File: src/cgra_pkg.sv
package cgra_pkg;

	// ========================================
	// Track and configuration word sizes
	// ========================================
	localparam int NUM_TRACKS    = 4;
	localparam int NUM_SIDES     = 4;
	localparam int CFG_WIDTH     = 32;
	localparam int TILE_ID_WIDTH = 16;
	localparam int CB_SEL_WIDTH  = 3;
	localparam int SB_SEL_WIDTH  = 2;

	typedef logic [NUM_TRACKS-1:0] track_t; // Bit t is track t.

	// ========================================
	// Configuration address
	// ========================================
	localparam logic [15:0] BLK_SB  = 16'd7;
	localparam logic [15:0] BLK_CB0 = 16'd6;
	localparam logic [15:0] BLK_CB1 = 16'd5;
	localparam logic [15:0] BLK_CLB = 16'd4;

	typedef struct packed {
		logic [CFG_WIDTH-TILE_ID_WIDTH-1:0] blk; // Block code.
		logic [TILE_ID_WIDTH-1:0]           tile; // Target tile id.
	} cfg_addr_t;

	// ========================================
	// Block encodings
	// ========================================
	typedef enum logic [1:0] {
		OP_AND  = 2'd0,
		OP_OR   = 2'd1,
		OP_XOR  = 2'd2,
		OP_NAND = 2'd3
	} clb_op_e;

	// Selects 1..3 pick the other sides in rising order.
	localparam logic [SB_SEL_WIDTH-1:0] SB_SEL_PE = 2'd0;

	// ========================================
	// Configuration data views
	// ========================================
	typedef struct packed {
		logic [CFG_WIDTH-CB_SEL_WIDTH-1:0] pad;
		logic [CB_SEL_WIDTH-1:0]           sel; // Track select.
	} cb_word_t;

	typedef struct packed {
		logic [CFG_WIDTH-3:0] pad;
		clb_op_e              op;
	} clb_word_t;

	// Select for side s, track t sits at index NUM_TRACKS*s+t.
	typedef logic [NUM_SIDES*NUM_TRACKS-1:0][SB_SEL_WIDTH-1:0] sb_word_t;

	typedef union packed {
		cb_word_t  cb;
		clb_word_t clb;
		sb_word_t  sb;
	} cfg_word_u;

endpackage
File: src/pe_tile_right.sv
`timescale 1ns/1ns

module pe_tile_right (
	input  logic                               clk,
	input  logic                               rst_n,
	input  cgra_pkg::cfg_addr_t                config_addr,
	input  cgra_pkg::cfg_word_u                config_data,
	input  logic [cgra_pkg::TILE_ID_WIDTH-1:0] tile_id,
	input  cgra_pkg::track_t                   in_side0,
	input  cgra_pkg::track_t                   in_side1,
	input  cgra_pkg::track_t                   in_side2,
	input  cgra_pkg::track_t                   in_side3,
	output cgra_pkg::track_t                   out_side1,
	output cgra_pkg::track_t                   out_side2,
	output cgra_pkg::track_t                   out_side3
);

	import cgra_pkg::*;

	logic   cfg_en_sb;
	logic   cfg_en_cb0;
	logic   cfg_en_cb1;
	logic   cfg_en_clb;
	logic   op0;
	logic   op1;
	logic   pe_out;
	track_t sb_out_side0; // Side 0 faces off the array.

	// ========================================
	// Configuration decode
	// ========================================
	tile_config u_tile_config (
		.config_addr (config_addr),
		.tile_id     (tile_id),
		.cfg_en_sb   (cfg_en_sb),
		.cfg_en_cb0  (cfg_en_cb0),
		.cfg_en_cb1  (cfg_en_cb1),
		.cfg_en_clb  (cfg_en_clb)
	);

	// ========================================
	// Connect boxes
	// ========================================
	connect_box cb0 (
		.clk         (clk),
		.rst_n       (rst_n),
		.tracks      ({sb_out_side0, in_side0}),
		.cfg_en      (cfg_en_cb0),
		.config_data (config_data),
		.block_out   (op0)
	);

	connect_box cb1 (
		.clk         (clk),
		.rst_n       (rst_n),
		.tracks      ({out_side1, in_side1}),
		.cfg_en      (cfg_en_cb1),
		.config_data (config_data),
		.block_out   (op1)
	);

	// ========================================
	// Logic block
	// ========================================
	clb compute_block (
		.clk         (clk),
		.rst_n       (rst_n),
		.in0         (op0),
		.in1         (op1),
		.cfg_en      (cfg_en_clb),
		.config_data (config_data),
		.out         (pe_out)
	);

	// ========================================
	// Switch box
	// ========================================
	switch_box_right sb (
		.clk         (clk),
		.rst_n       (rst_n),
		.in_side0    (in_side0),
		.in_side1    (in_side1),
		.in_side2    (in_side2),
		.in_side3    (in_side3),
		.pe_in       (pe_out),
		.cfg_en      (cfg_en_sb),
		.config_data (config_data),
		.out_side0   (sb_out_side0), // Only feeds cb0.
		.out_side1   (out_side1),
		.out_side2   (out_side2),
		.out_side3   (out_side3)
	);

endmodule

File: src/switch_box_right.sv
`timescale 1ns/1ns

module switch_box_right (
	input  logic                clk,
	input  logic                rst_n,
	input  cgra_pkg::track_t    in_side0,
	input  cgra_pkg::track_t    in_side1,
	input  cgra_pkg::track_t    in_side2,
	input  cgra_pkg::track_t    in_side3,
	input  logic                pe_in,
	input  logic                cfg_en,
	input  cgra_pkg::cfg_word_u config_data,
	output cgra_pkg::track_t    out_side0,
	output cgra_pkg::track_t    out_side1,
	output cgra_pkg::track_t    out_side2,
	output cgra_pkg::track_t    out_side3
);

	import cgra_pkg::*;

	// ========================================
	// Route register
	// ========================================
	sb_word_t route_q;

	always_ff @(posedge clk or negedge rst_n) begin
		if (!rst_n) begin
			route_q <= '0; // Every output takes the logic block result.
		end else if (cfg_en) begin
			route_q <= config_data.sb;
		end
	end

	// ========================================
	// Side arrays
	// ========================================
	wire [NUM_SIDES-1:0][NUM_TRACKS-1:0] side_in;
	wire [NUM_SIDES-1:0][NUM_TRACKS-1:0] side_out;

	assign side_in = {in_side3, in_side2, in_side1, in_side0};

	// ========================================
	// Output multiplexers
	// ========================================
	for (genvar s = 0; s < NUM_SIDES; s++) begin : g_side
		// The three other sides in rising order, own side skipped.
		localparam int SIDE_A = (s == 0) ? 1 : 0;
		localparam int SIDE_B = (s <= 1) ? 2 : 1;
		localparam int SIDE_C = (s <= 2) ? 3 : 2;

		for (genvar t = 0; t < NUM_TRACKS; t++) begin : g_track
			wire [3:0] cand;

			// Index 0 matches SB_SEL_PE.
			assign cand = {
				side_in[SIDE_C][t],
				side_in[SIDE_B][t],
				side_in[SIDE_A][t],
				pe_in
			};
			assign side_out[s][t] = cand[route_q[NUM_TRACKS*s+t]];
		end
	end

	assign out_side0 = side_out[0];
	assign out_side1 = side_out[1];
	assign out_side2 = side_out[2];
	assign out_side3 = side_out[3];

endmodule

File: src/clb.sv
`timescale 1ns/1ns

module clb (
	input  logic                clk,
	input  logic                rst_n,
	input  logic                in0,
	input  logic                in1,
	input  logic                cfg_en,
	input  cgra_pkg::cfg_word_u config_data,
	output logic                out
);

	import cgra_pkg::*;

	clb_op_e op_q;
	logic    result;

	// ========================================
	// Operation decode
	// ========================================
	always_comb begin
		case (op_q)
			OP_AND:  result = in0 & in1;
			OP_OR:   result = in0 | in1;
			OP_XOR:  result = in0 ^ in1;
			OP_NAND: result = ~(in0 & in1);
			default: result = 1'b0;
		endcase
	end

	// ========================================
	// Configuration and result registers
	// ========================================
	always_ff @(posedge clk or negedge rst_n) begin
		if (!rst_n) begin
			op_q <= OP_AND;
			out  <= 1'b0;
		end else begin
			if (cfg_en) begin
				op_q <= config_data.clb.op;
			end
			out <= result; // Also breaks the route feedback loop.
		end
	end

endmodule

File: src/connect_box.sv
`timescale 1ns/1ns

module connect_box (
	input  logic                clk,
	input  logic                rst_n,
	input  logic [7:0]          tracks,
	input  logic                cfg_en,
	input  cgra_pkg::cfg_word_u config_data,
	output logic                block_out
);

	import cgra_pkg::*;

	// ========================================
	// Track select register
	// ========================================
	logic [CB_SEL_WIDTH-1:0] sel_q;

	always_ff @(posedge clk or negedge rst_n) begin
		if (!rst_n) begin
			sel_q <= '0; // Track 0 after reset.
		end else if (cfg_en) begin
			sel_q <= config_data.cb.sel;
		end
	end

	// ========================================
	// Operand multiplexer
	// ========================================
	// Tracks 0..3 come from the side inputs.
	// Tracks 4..7 come from the switch box outputs of the same side.
	assign block_out = tracks[sel_q];

endmodule

File: src/tile_config.sv
`timescale 1ns/1ns

module tile_config (
	input  cgra_pkg::cfg_addr_t                 config_addr,
	input  logic [cgra_pkg::TILE_ID_WIDTH-1:0]  tile_id,
	output logic                                cfg_en_sb,
	output logic                                cfg_en_cb0,
	output logic                                cfg_en_cb1,
	output logic                                cfg_en_clb
);

	import cgra_pkg::*;

	logic tile_hit;

	// Tile match is shared by all four block decodes.
	assign tile_hit = (config_addr.tile == tile_id);

	always_comb begin
		cfg_en_sb  = 1'b0;
		cfg_en_cb0 = 1'b0;
		cfg_en_cb1 = 1'b0;
		cfg_en_clb = 1'b0;
		if (tile_hit) begin
			case (config_addr.blk)
				BLK_SB: begin
					cfg_en_sb = 1'b1;
				end
				BLK_CB0: begin
					cfg_en_cb0 = 1'b1;
				end
				BLK_CB1: begin
					cfg_en_cb1 = 1'b1;
				end
				BLK_CLB: begin
					cfg_en_clb = 1'b1;
				end
				default: begin
					cfg_en_sb  = 1'b0; // Unknown code or code 0.
					cfg_en_cb0 = 1'b0;
					cfg_en_cb1 = 1'b0;
					cfg_en_clb = 1'b0;
				end
			endcase
		end
	end

endmodule

File: config.mk
export PLATFORM = sky130hd
export DESIGN_NAME = pe_tile_right
export DESIGN_NICKNAME = d
export VERILOG_FILES = /design/src/cgra_pkg.sv /design/src/pe_tile_right.sv /design/src/switch_box_right.sv /design/src/clb.sv /design/src/connect_box.sv /design/src/tile_config.sv
export SDC_FILE = /design/constraint.sdc
export NUM_CORES = 1
export LEC_CHECK = 0
export BUFFER_PORTS_ARGS = -buffer_cell sky130_fd_sc_hd__buf_4
export CORE_AREA = 2 2 70 105
export CTS_CLUSTER_DIAMETER = 60
export DETAILED_ROUTE_END_ITERATION = 12
export DIE_AREA = 0 0 72 107
export HOLD_SLACK_MARGIN = 0.03
export PLACE_DENSITY_LB_ADDON = 0.05
export SYNTH_ARGS = -nofsm -noshare
export SYNTH_HDL_FRONTEND = slang
export SYNTH_SLANG_ARGS = --single-unit
File: constraint.sdc
create_clock -name clk -period 5.7 [get_ports clk]
set_clock_uncertainty 0.1 [all_clocks]
set_input_delay 1.14 -clock clk [delete_from_list [all_inputs] [get_ports clk]]
set_output_delay 1.14 -clock clk [all_outputs]
set_load 0.01 [all_outputs]
==> reports/qor.yml, run 1 <==
yosysWarnings: 0
crit_chain: "buf_4 > mux4_2 > buf_4"
synthTopCellsByArea: "dfrtp_1 (42%), mux2_4 (18%), mux4_2 (17%)"
cts_buffers: 5
grt_util_met1_pct: 17.9
syn-num-nets: 254
dieArea_sq_um: 7700
end_kind: "output port"
maxSlewViolCount: 0
instances_no_fill: 344
ys_seq_area_share_pct: 41.9
synth_seq_cells: 41
cp_slowest_cell: "mux4_2"
die_h_um: 107
gp_congestion: 0.729
clock_path_buffers: 2
gr-usage-met2_pct: 27.1
hpwlAfterDp_mm: 4.45
grt_antenna_before_repair: 0
dp_slack_ns: 2.19
grt_pass1_wl_mm: 9.01
ys_types: 24
synth_cells: 154
min_period_over_period_pct: 56.0
worstMarginPinSlew_ns: 0.831
path_clk_slew_ns: 0.08
irDropWorstVdd_mv: 0.0821
crit_arrival_ns: 1.95
dpl.cell_count: 337
crit_type: "input pin to output port"
drt_iter0_drc: 90
synth.avg_cell_area_sq_um: 15.9
finalSetupTns_ns: 0
clock_latency_ns: 0.29
yosys.area.top_type: "dfrtp_1"
final_nets: 366
design.core.area_sq_um: 6810
cts.sinks: 41
wl_per_cell_um: 16.3
io_buffers: 109
worstPathMaxFanout: 4
grt_max_degree: 42
rows: 37
max-slew-margin-rel_pct: 44.5
outcome: "complete, no violations"
fmax_mhz: 313
cts_setup_buffers: 0
num_io_pins: 110
design_area_sq_um: 3430
cts-resized-gates: 0
rsz0062_at_grt: "no"
synth_top_area_share_pct: 41.9
whs_ns: 0.381
grt_busiest_layer: "met2"
diodes: 0
num_vias: 1763
layout_common_cells: "buf_4 (109), dfrtp_1 (41), mux2_4 (30)"
cts_hold_buf: 0
grtUsageTotal_pct: 15.3
crit_top_cell: "buf_4"
grt.overflow.total: 0
first_global_vias: 1908
setup_viol: 0
syn-cell-area_sq_um: 2450
first_pass_iters: 4
drive_above_1_share_pct: 66.9
hold_class: "flop to flop"
crit_path_start: "in_side0[3]"
initial_core_util_pct: 36.0
n_fill_cell: 614
post_dp_cell_area_sq_um: 3330
setup_ws_ns: 2.51
worst_setup_path_start_kind: "input pin"
h-tree-depth: 2
die_w_um: 72
vias_per_cell: 5.13
drc: 0
maxCapViolations: 0
tritoncts: "yes"
final_hold_viol_count: 0
power.density_nw_per_um2: 181
period_needed_ns: 3.19
critPathRequiredTime_ns: 4.46
drt-total-wl_mm: 5.60
cts_root_buffer: "clkbuf_8"
grt_use_met3_pct: 3.85
area_growth_syn_to_layout_pct: 40.1
min_from: "compute_block.op_q[0]"
antenna_left: 0
slowest_delay_ns: 0.51
total_leakage_power_uw: 0.00170
reg2reg_from: "compute_block.out"
final_common_cell: "buf_4"
worst-r2r-setup-slack_ns: 3.19
[flip-flops by register name, indices dropped and copies added, names as in the netlist]
name,cells
cb1.sel_q,3
compute_block.out,1
sb.route_q,32
cb0.sel_q,3
compute_block.op_q,2
[layer usage]
| metal | wire length [um] | vias up |
|---|---|---|
| met2 | 2960 | 83 |
| met1 | 2140 | 856 |
| met3 | 441 | 4 |
| met4 | 53 | 0 |
| li1 | - | 820 |
| met5 | 0 | - |
[cells in the mapped netlist (all sizes together)]
cell type / count
dfrtp: 41
mux2: 41
mux4: 18
xnor2: 16
mux2i: 6
nand4: 6
nor2: 4
buf: 3
ha: 2
nand2: 2
nand4b: 2
nor4: 2
o21a: 2
o21ai: 2
a211oi: 1
a21oi: 1
clkbuf: 1
nand4bb: 1
nor2b: 1
nor3: 1
nor4b: 1
[cells by family after synthesis]
group / Yosys count / synth area share (%)
compound gates: 6 / 1.53
xor+xnor: 16 / 5.72
fa+ha+maj: 2 / 1.02
buf+inv: 4 / 1.53
flops: 41 / 41.9
mux: 65 / 42.4
simple gates: 20 / 5.87
[final timing paths]
path | depth (start not counted) | to
hold / removal | 1 | compute_block.out
max in group asynchronous | 1 | sb.route_q[5]
setup / recovery | 3 | out_side1[3]
setup reg to reg | 9 | compute_block.out
min in group asynchronous | 1 | sb.route_q[25]
hold reg to reg | 1 | compute_block.out
[through the flow]
| stage | util, % | power, uW |
|---|---|---|
| floorplan | - | 327 |
| global placement | 48.9 | 403 |
| detailed placement | 48.9 | 403 |
| CTS | 50.4 | 627 |
| global route | 50.4 | 648 |
| finish | 50.4 | 621 |
[power by group]
group	switching (uW)	leakage, uW	internal [uW]
clock	98.0	0.0000540	127
combinational	35.9	0.00107	67.2
sequential	1.75	0.000572	291
total	136	0.00170	486
[area by class of cell]
type	count	area [sq um]	share of cell area, %
clock buffer	5	68.8	2.01
clock inverter	2	35.0	1.02
multi-input combinational	109	1390	40.4
sequential	41	1030	29.9
tap	78	97.6	2.84
timing repair buffer	109	818	23.8
[worst max-delay path, delay by kind of cell]
kind,cells,cell delay [ns]
mux,1,0.51
buf+inv,2,0.30
Note: power is estimated with default switching activity, not from simulation.
==> run 2: changes to the inputs <==
- clock period: 5.7 -> 2.7 ns (I/O delays scaled with it)
==> run 2 against run 1 <==
Against the previous run:
- utilization increased by 0.26 points
- critical endpoint is now compute_block.out
- total power increased by 110%
- sequential power increased by 110%
- highest routed layer unchanged
- sequential share of layout area decreased by 0.15 points
- combinational power increased by 110%
- register-to-register slack got worse by 2.9 ns
- flip-flop and latch count unchanged
- largest cell class unchanged
- global-route usage increased by 0.28 points
==> reports/qor.yml, run 2 (synthesis gave the netlist of run 1 again) <==
grtUsageTotal_pct: 15.6
n_fill_cell: 618
maxCapViolations: 0
finalSetupTns_ns: 0
rows: 37
gr-usage-met2_pct: 29.0
final_nets: 367
path_clk_slew_ns: 0.08
worstPathMaxFanout: 16
cts_buffers: 5
num_io_pins: 110
clock_path_buffers: 2
irDropWorstVdd_mv: 0.218
grt_util_met1_pct: 17.0
rsz0062_at_grt: "no"
area_growth_syn_to_layout_pct: 40.8
maxSlewViolCount: 0
multi_input_area_sq_um: 1390
outcome: "complete, no violations"
critPathRequiredTime_ns: 2.78
cts_hold_buf: 0
grt_use_met3_pct: 3.95
antenna_left: 0
wl_per_cell_um: 16.4
die_h_um: 107
crit_path_start: "compute_block.out"
end_kind: "flop"
worst_setup_path_start_kind: "flop"
drive_above_1_share_pct: 67.2
largest_reg_flops: 32
first_pass_iters: 4
setup_viol: 0
min_period_over_period_pct: 90.6
die_w_um: 72
grt_antenna_before_repair: 0
worst-r2r-setup-slack_ns: 0.25
fin_util_pct: 50.7
reg.largest.list: "sb.route_q (32), cb0.sel_q (3), cb1.sel_q (3)"
cts_setup_buffers: 0
hold_class: "input pin to asynchronous set/reset pin"
drt-total-wl_mm: 5.66
diodes: 0
worstMarginPinSlew_ns: 0.517
seqCellArea_sq_um: 1030
first_global_vias: 1952
clock_latency_ns: 0.29
regMostFlops: "sb.route_q"
dieArea_sq_um: 7700
layout_common_cells: "buf_4 (109), dfrtp_1 (41), mux2_4 (30)"
h-tree-depth: 2
design.core.area_sq_um: 6810
initial_core_util_pct: 36.0
io_buffers: 109
num_vias: 1798
drt_iter0_drc: 57
cts_root_buffer: "clkbuf_8"
r2r_cells: 9
grt.overflow.total: 0
r2r-end: "compute_block.out"
final_common_cell: "buf_4"
final_hold_viol_count: 0
hpwlAfterDp_mm: 4.54
period_needed_ns: 2.45
reg2reg_from: "compute_block.out"
crit_arrival_ns: 2.53
whs_ns: 0.119
total_leakage_power_uw: 0.00171
gp_congestion: 0.744
crit_type: "flop to flop"
power.density_nw_per_um2: 369
max-slew-margin-rel_pct: 65.6
grt_pass1_wl_mm: 9.12
cts.sinks: 41
vias_per_cell: 5.20
cts-resized-gates: 0
fmax_mhz: 409
drc: 0
tritoncts: "yes"
grt_max_degree: 42
grt_busiest_layer: "met2"
==> run 2: cell count changes in the layout (fill, tap and decap cells not counted), sizes merged <==
cell and delta:
buf +1, bufinv -1, clkbuf +2
==> run 2: through the flow <==
stage	cell area [sq um]	worst slack (ns)	power, uW	instances
after floorplan	2450	0.429	691	154
after global placement	3350	0.264	849	338
after detailed placement	3350	0.234	851	338
after CTS	3450	0.248	1290	346
after global routing	3450	0.0533	1330	346
final	3450	0.255	1270	346
==> run 2: layer usage <==
metal	vias to the layer above	part of all wire [%]
met5	-	0
met4	0	1.2
met3	6	8.1
met2	91	54
met1	879	37
li1	822	-
==> run 2: layout make-up <==
cell class / instances / share of cell area [%]
tap: 78 / 2.83
multi-input combinational: 109 / 40.2
sequential: 41 / 29.7
clock inverter: 1 / 0.145
timing repair buffer: 110 / 24.3
clock buffer: 7 / 2.79
==> run 2: worst max-delay path by stage <==
| stage | to | cells past startpoint |
|---|---|---|
| finish | compute_block.out | 9 |
| global route | compute_block.out | 9 |
| CTS | compute_block.out | 9 |
| detailed placement | compute_block.out | 10 |
| global placement | compute_block.out | 10 |
| floorplan | compute_block.out | 9 |
==> run 2: power by group <==
| part | switching (uW) | internal (uW) | total, uW |
|---|---|---|---|
| clock network | 209 | 231 | 440 |
| registers | 3.58 | 614 | 618 |
| logic | 74.4 | 142 | 216 |
| total | 287 | 987 | 1270 |
==> run 2: critical path, stage by stage, from the launching register on <==
cell,delay [ns]
dfrtp_1,0.58
mux4_2,0.56
mux2i_1,0.15
nor2_1,0.05
mux2i_1,0.16
o21ai_0,0.11
ha_1,0.21
nor2b_1,0.13
a211oi_1,0.20
a21oi_1,0.06
==> run 3: changes to the inputs <==
- CORE_AREA: 2 2 70 105 -> 2 2 72 102
- DIE_AREA: 0 0 72 107 -> 0 0 74 104
==> run 3 against run 2 <==
Against the previous run:
- global-route usage decreased by 0.32 points
- register-to-register slack improved by 0.07 ns
- maximum frequency up 3.1%
- setup slack better by 0.074 ns
- non-clock buffer count rose by 1
- first-iteration DRC count rose by 21%
- routed wire length is 2.3% higher
- clock power shrank 2%
- utilization rose by 0.21 points
- sequential power about the same
- via count grew 0.44%
- critical path type unchanged
- highest routed layer unchanged
==> reports/qor.yml, run 3 (synthesis gave the netlist of run 1 again) <==
outcome: "complete, no violations"
wl_per_cell_um: 15.9
crit_path_end: "compute_block.out"
maxSlewViolCount: 0
fmax_mhz: 422
regMostFlops: "sb.route_q"
hold_class: "input pin to asynchronous set/reset pin"
cts_buffers: 5
cts_hold_buf: 0
first_pass_iters: 4
grt.overflow.total: 0
drt_iter0_drc: 69
instances_no_fill: 364
grtUsageTotal_pct: 15.2
diodes: 0
largest_reg_flops: 32
num_io_pins: 110
total_leakage_power_uw: 0.00170
cts.sinks: 41
dpl.cell_count: 356
crit_arrival_ns: 2.45
design.core.area_sq_um: 6800
end_kind: "flop"
grt_antenna_before_repair: 0
critPathRequiredTime_ns: 2.78
cts_root_buffer: "clkbuf_8"
clock_path_buffers: 2
area_growth_syn_to_layout_pct: 41.3
maxCapViolations: 0
cts-resized-gates: 0
min_period_over_period_pct: 87.8
cts_setup_buffers: 0
r2r_cells: 9
drive_above_1_share_pct: 67.7
io_buffers: 109
h-tree-depth: 2
die_w_um: 74
initial_core_util_pct: 36.0
final_common_cell: "buf_4"
finalSetupTns_ns: 0
n_fill_cell: 612
max-slew-margin-rel_pct: 64.7
seqCellArea_sq_um: 1030
grt_max_degree: 42
antenna_left: 0
grt_pass1_wl_mm: 9.00
rsz0062_at_grt: "no"
layout_common_cells: "buf_4 (111), dfrtp_1 (40), mux2_4 (30)"
crit_path_start: "compute_block.out"
drc: 0
clock_latency_ns: 0.30
setup_viol: 0
r2r-end: "compute_block.out"
hpwlAfterDp_mm: 4.71
worst_setup_path_start_kind: "flop"
multi_input_area_sq_um: 1390
power.density_nw_per_um2: 365
num_vias: 1806
worstMarginPinSlew_ns: 0.529
crit_type: "flop to flop"
tritoncts: "yes"
gp_congestion: 0.810
final_hold_viol_count: 0
reg2reg_from: "compute_block.out"
drt-total-wl_mm: 5.79
reg.largest.list: "sb.route_q (32), cb0.sel_q (3), cb1.sel_q (3)"
path_clk_slew_ns: 0.08
irDropWorstVdd_mv: 0.213
rows: 36
final_nets: 368
first_global_vias: 1871
worstPathMaxFanout: 16
vias_per_cell: 4.96
dieArea_sq_um: 7700
period_needed_ns: 2.37
worst-r2r-setup-slack_ns: 0.33
die_h_um: 104
[run 3: cell count changes in the layout (fill, tap and decap cells not counted), sizes merged]
cell | previous run | this run
clkinv | 1 | 2
clkbuf | 7 | 6
buf | 110 | 111
[run 3: critical path, cell delays in order (launching register included)]
cell and delay, ns:
dfrtp_2 0.52, mux4_2 0.51, mux2i_1 0.15, nor2_1 0.05, mux2i_1 0.16, o21ai_0 0.11
ha_1 0.21, nor2b_1 0.13, a211oi_1 0.23, a21oi_1 0.07
[run 3: metrics by stage]
stage	utilization, %	setup slack (ns)	total power (uW)	hold slack (ns)	area, sq um
after CTS	50.9	0.221	1280	0.138	3460
final	50.9	0.329	1260	0.116	3460
after floorplan	-	0.429	691	0.144	2450
after detailed placement	49.5	0.206	851	0.363	3360
after global routing	50.9	0.0802	1330	0.161	3460
after global placement	49.5	0.264	849	0.357	3360
[run 3: area by class of cell]
| cell class | instances | share of cell area, % |
|---|---|---|
| well taps | 95 | 3.43 |
| multi-input cells | 109 | 40.0 |
| clock buffers | 6 | 2.39 |
| clock inverters | 2 | 0.398 |
| flip-flops and latches | 41 | 29.7 |
| repair buffers | 111 | 24.1 |
[run 3: power breakdown]
part	total, uW	switching (uW)	internal (uW)
clock	429	222	207
combinational	217	75.1	142
sequential	618	3.46	614
total	1260	300	964
[run 3: worst min path at each step]
stage                   endpoint                  start  cells past startpoint  slack (ns)
6_report           sb.route_q[9]                  rst_n                      1        0.12
3_5_place_dp   compute_block.out  compute_block.op_q[0]                      1        0.36
5_1_grt            sb.route_q[9]                  rst_n                      1        0.16
3_3_place_gp   compute_block.out  compute_block.op_q[0]                      1        0.36
2_1_floorplan       cb0.sel_q[0]                  rst_n                      0        0.14
4_1_cts           sb.route_q[21]                  rst_n                      1        0.14
[run 3: layer usage]
layer / up-vias / GRT usage, % / part of all wire [%]
met4: 0 / 3.51 / 0.93
li1: 826 / - / -
met5: - / 0 / 0
met2: 74 / 25.6 / 52
met1: 900 / 19.4 / 40
met3: 6 / 3.78 / 6.9
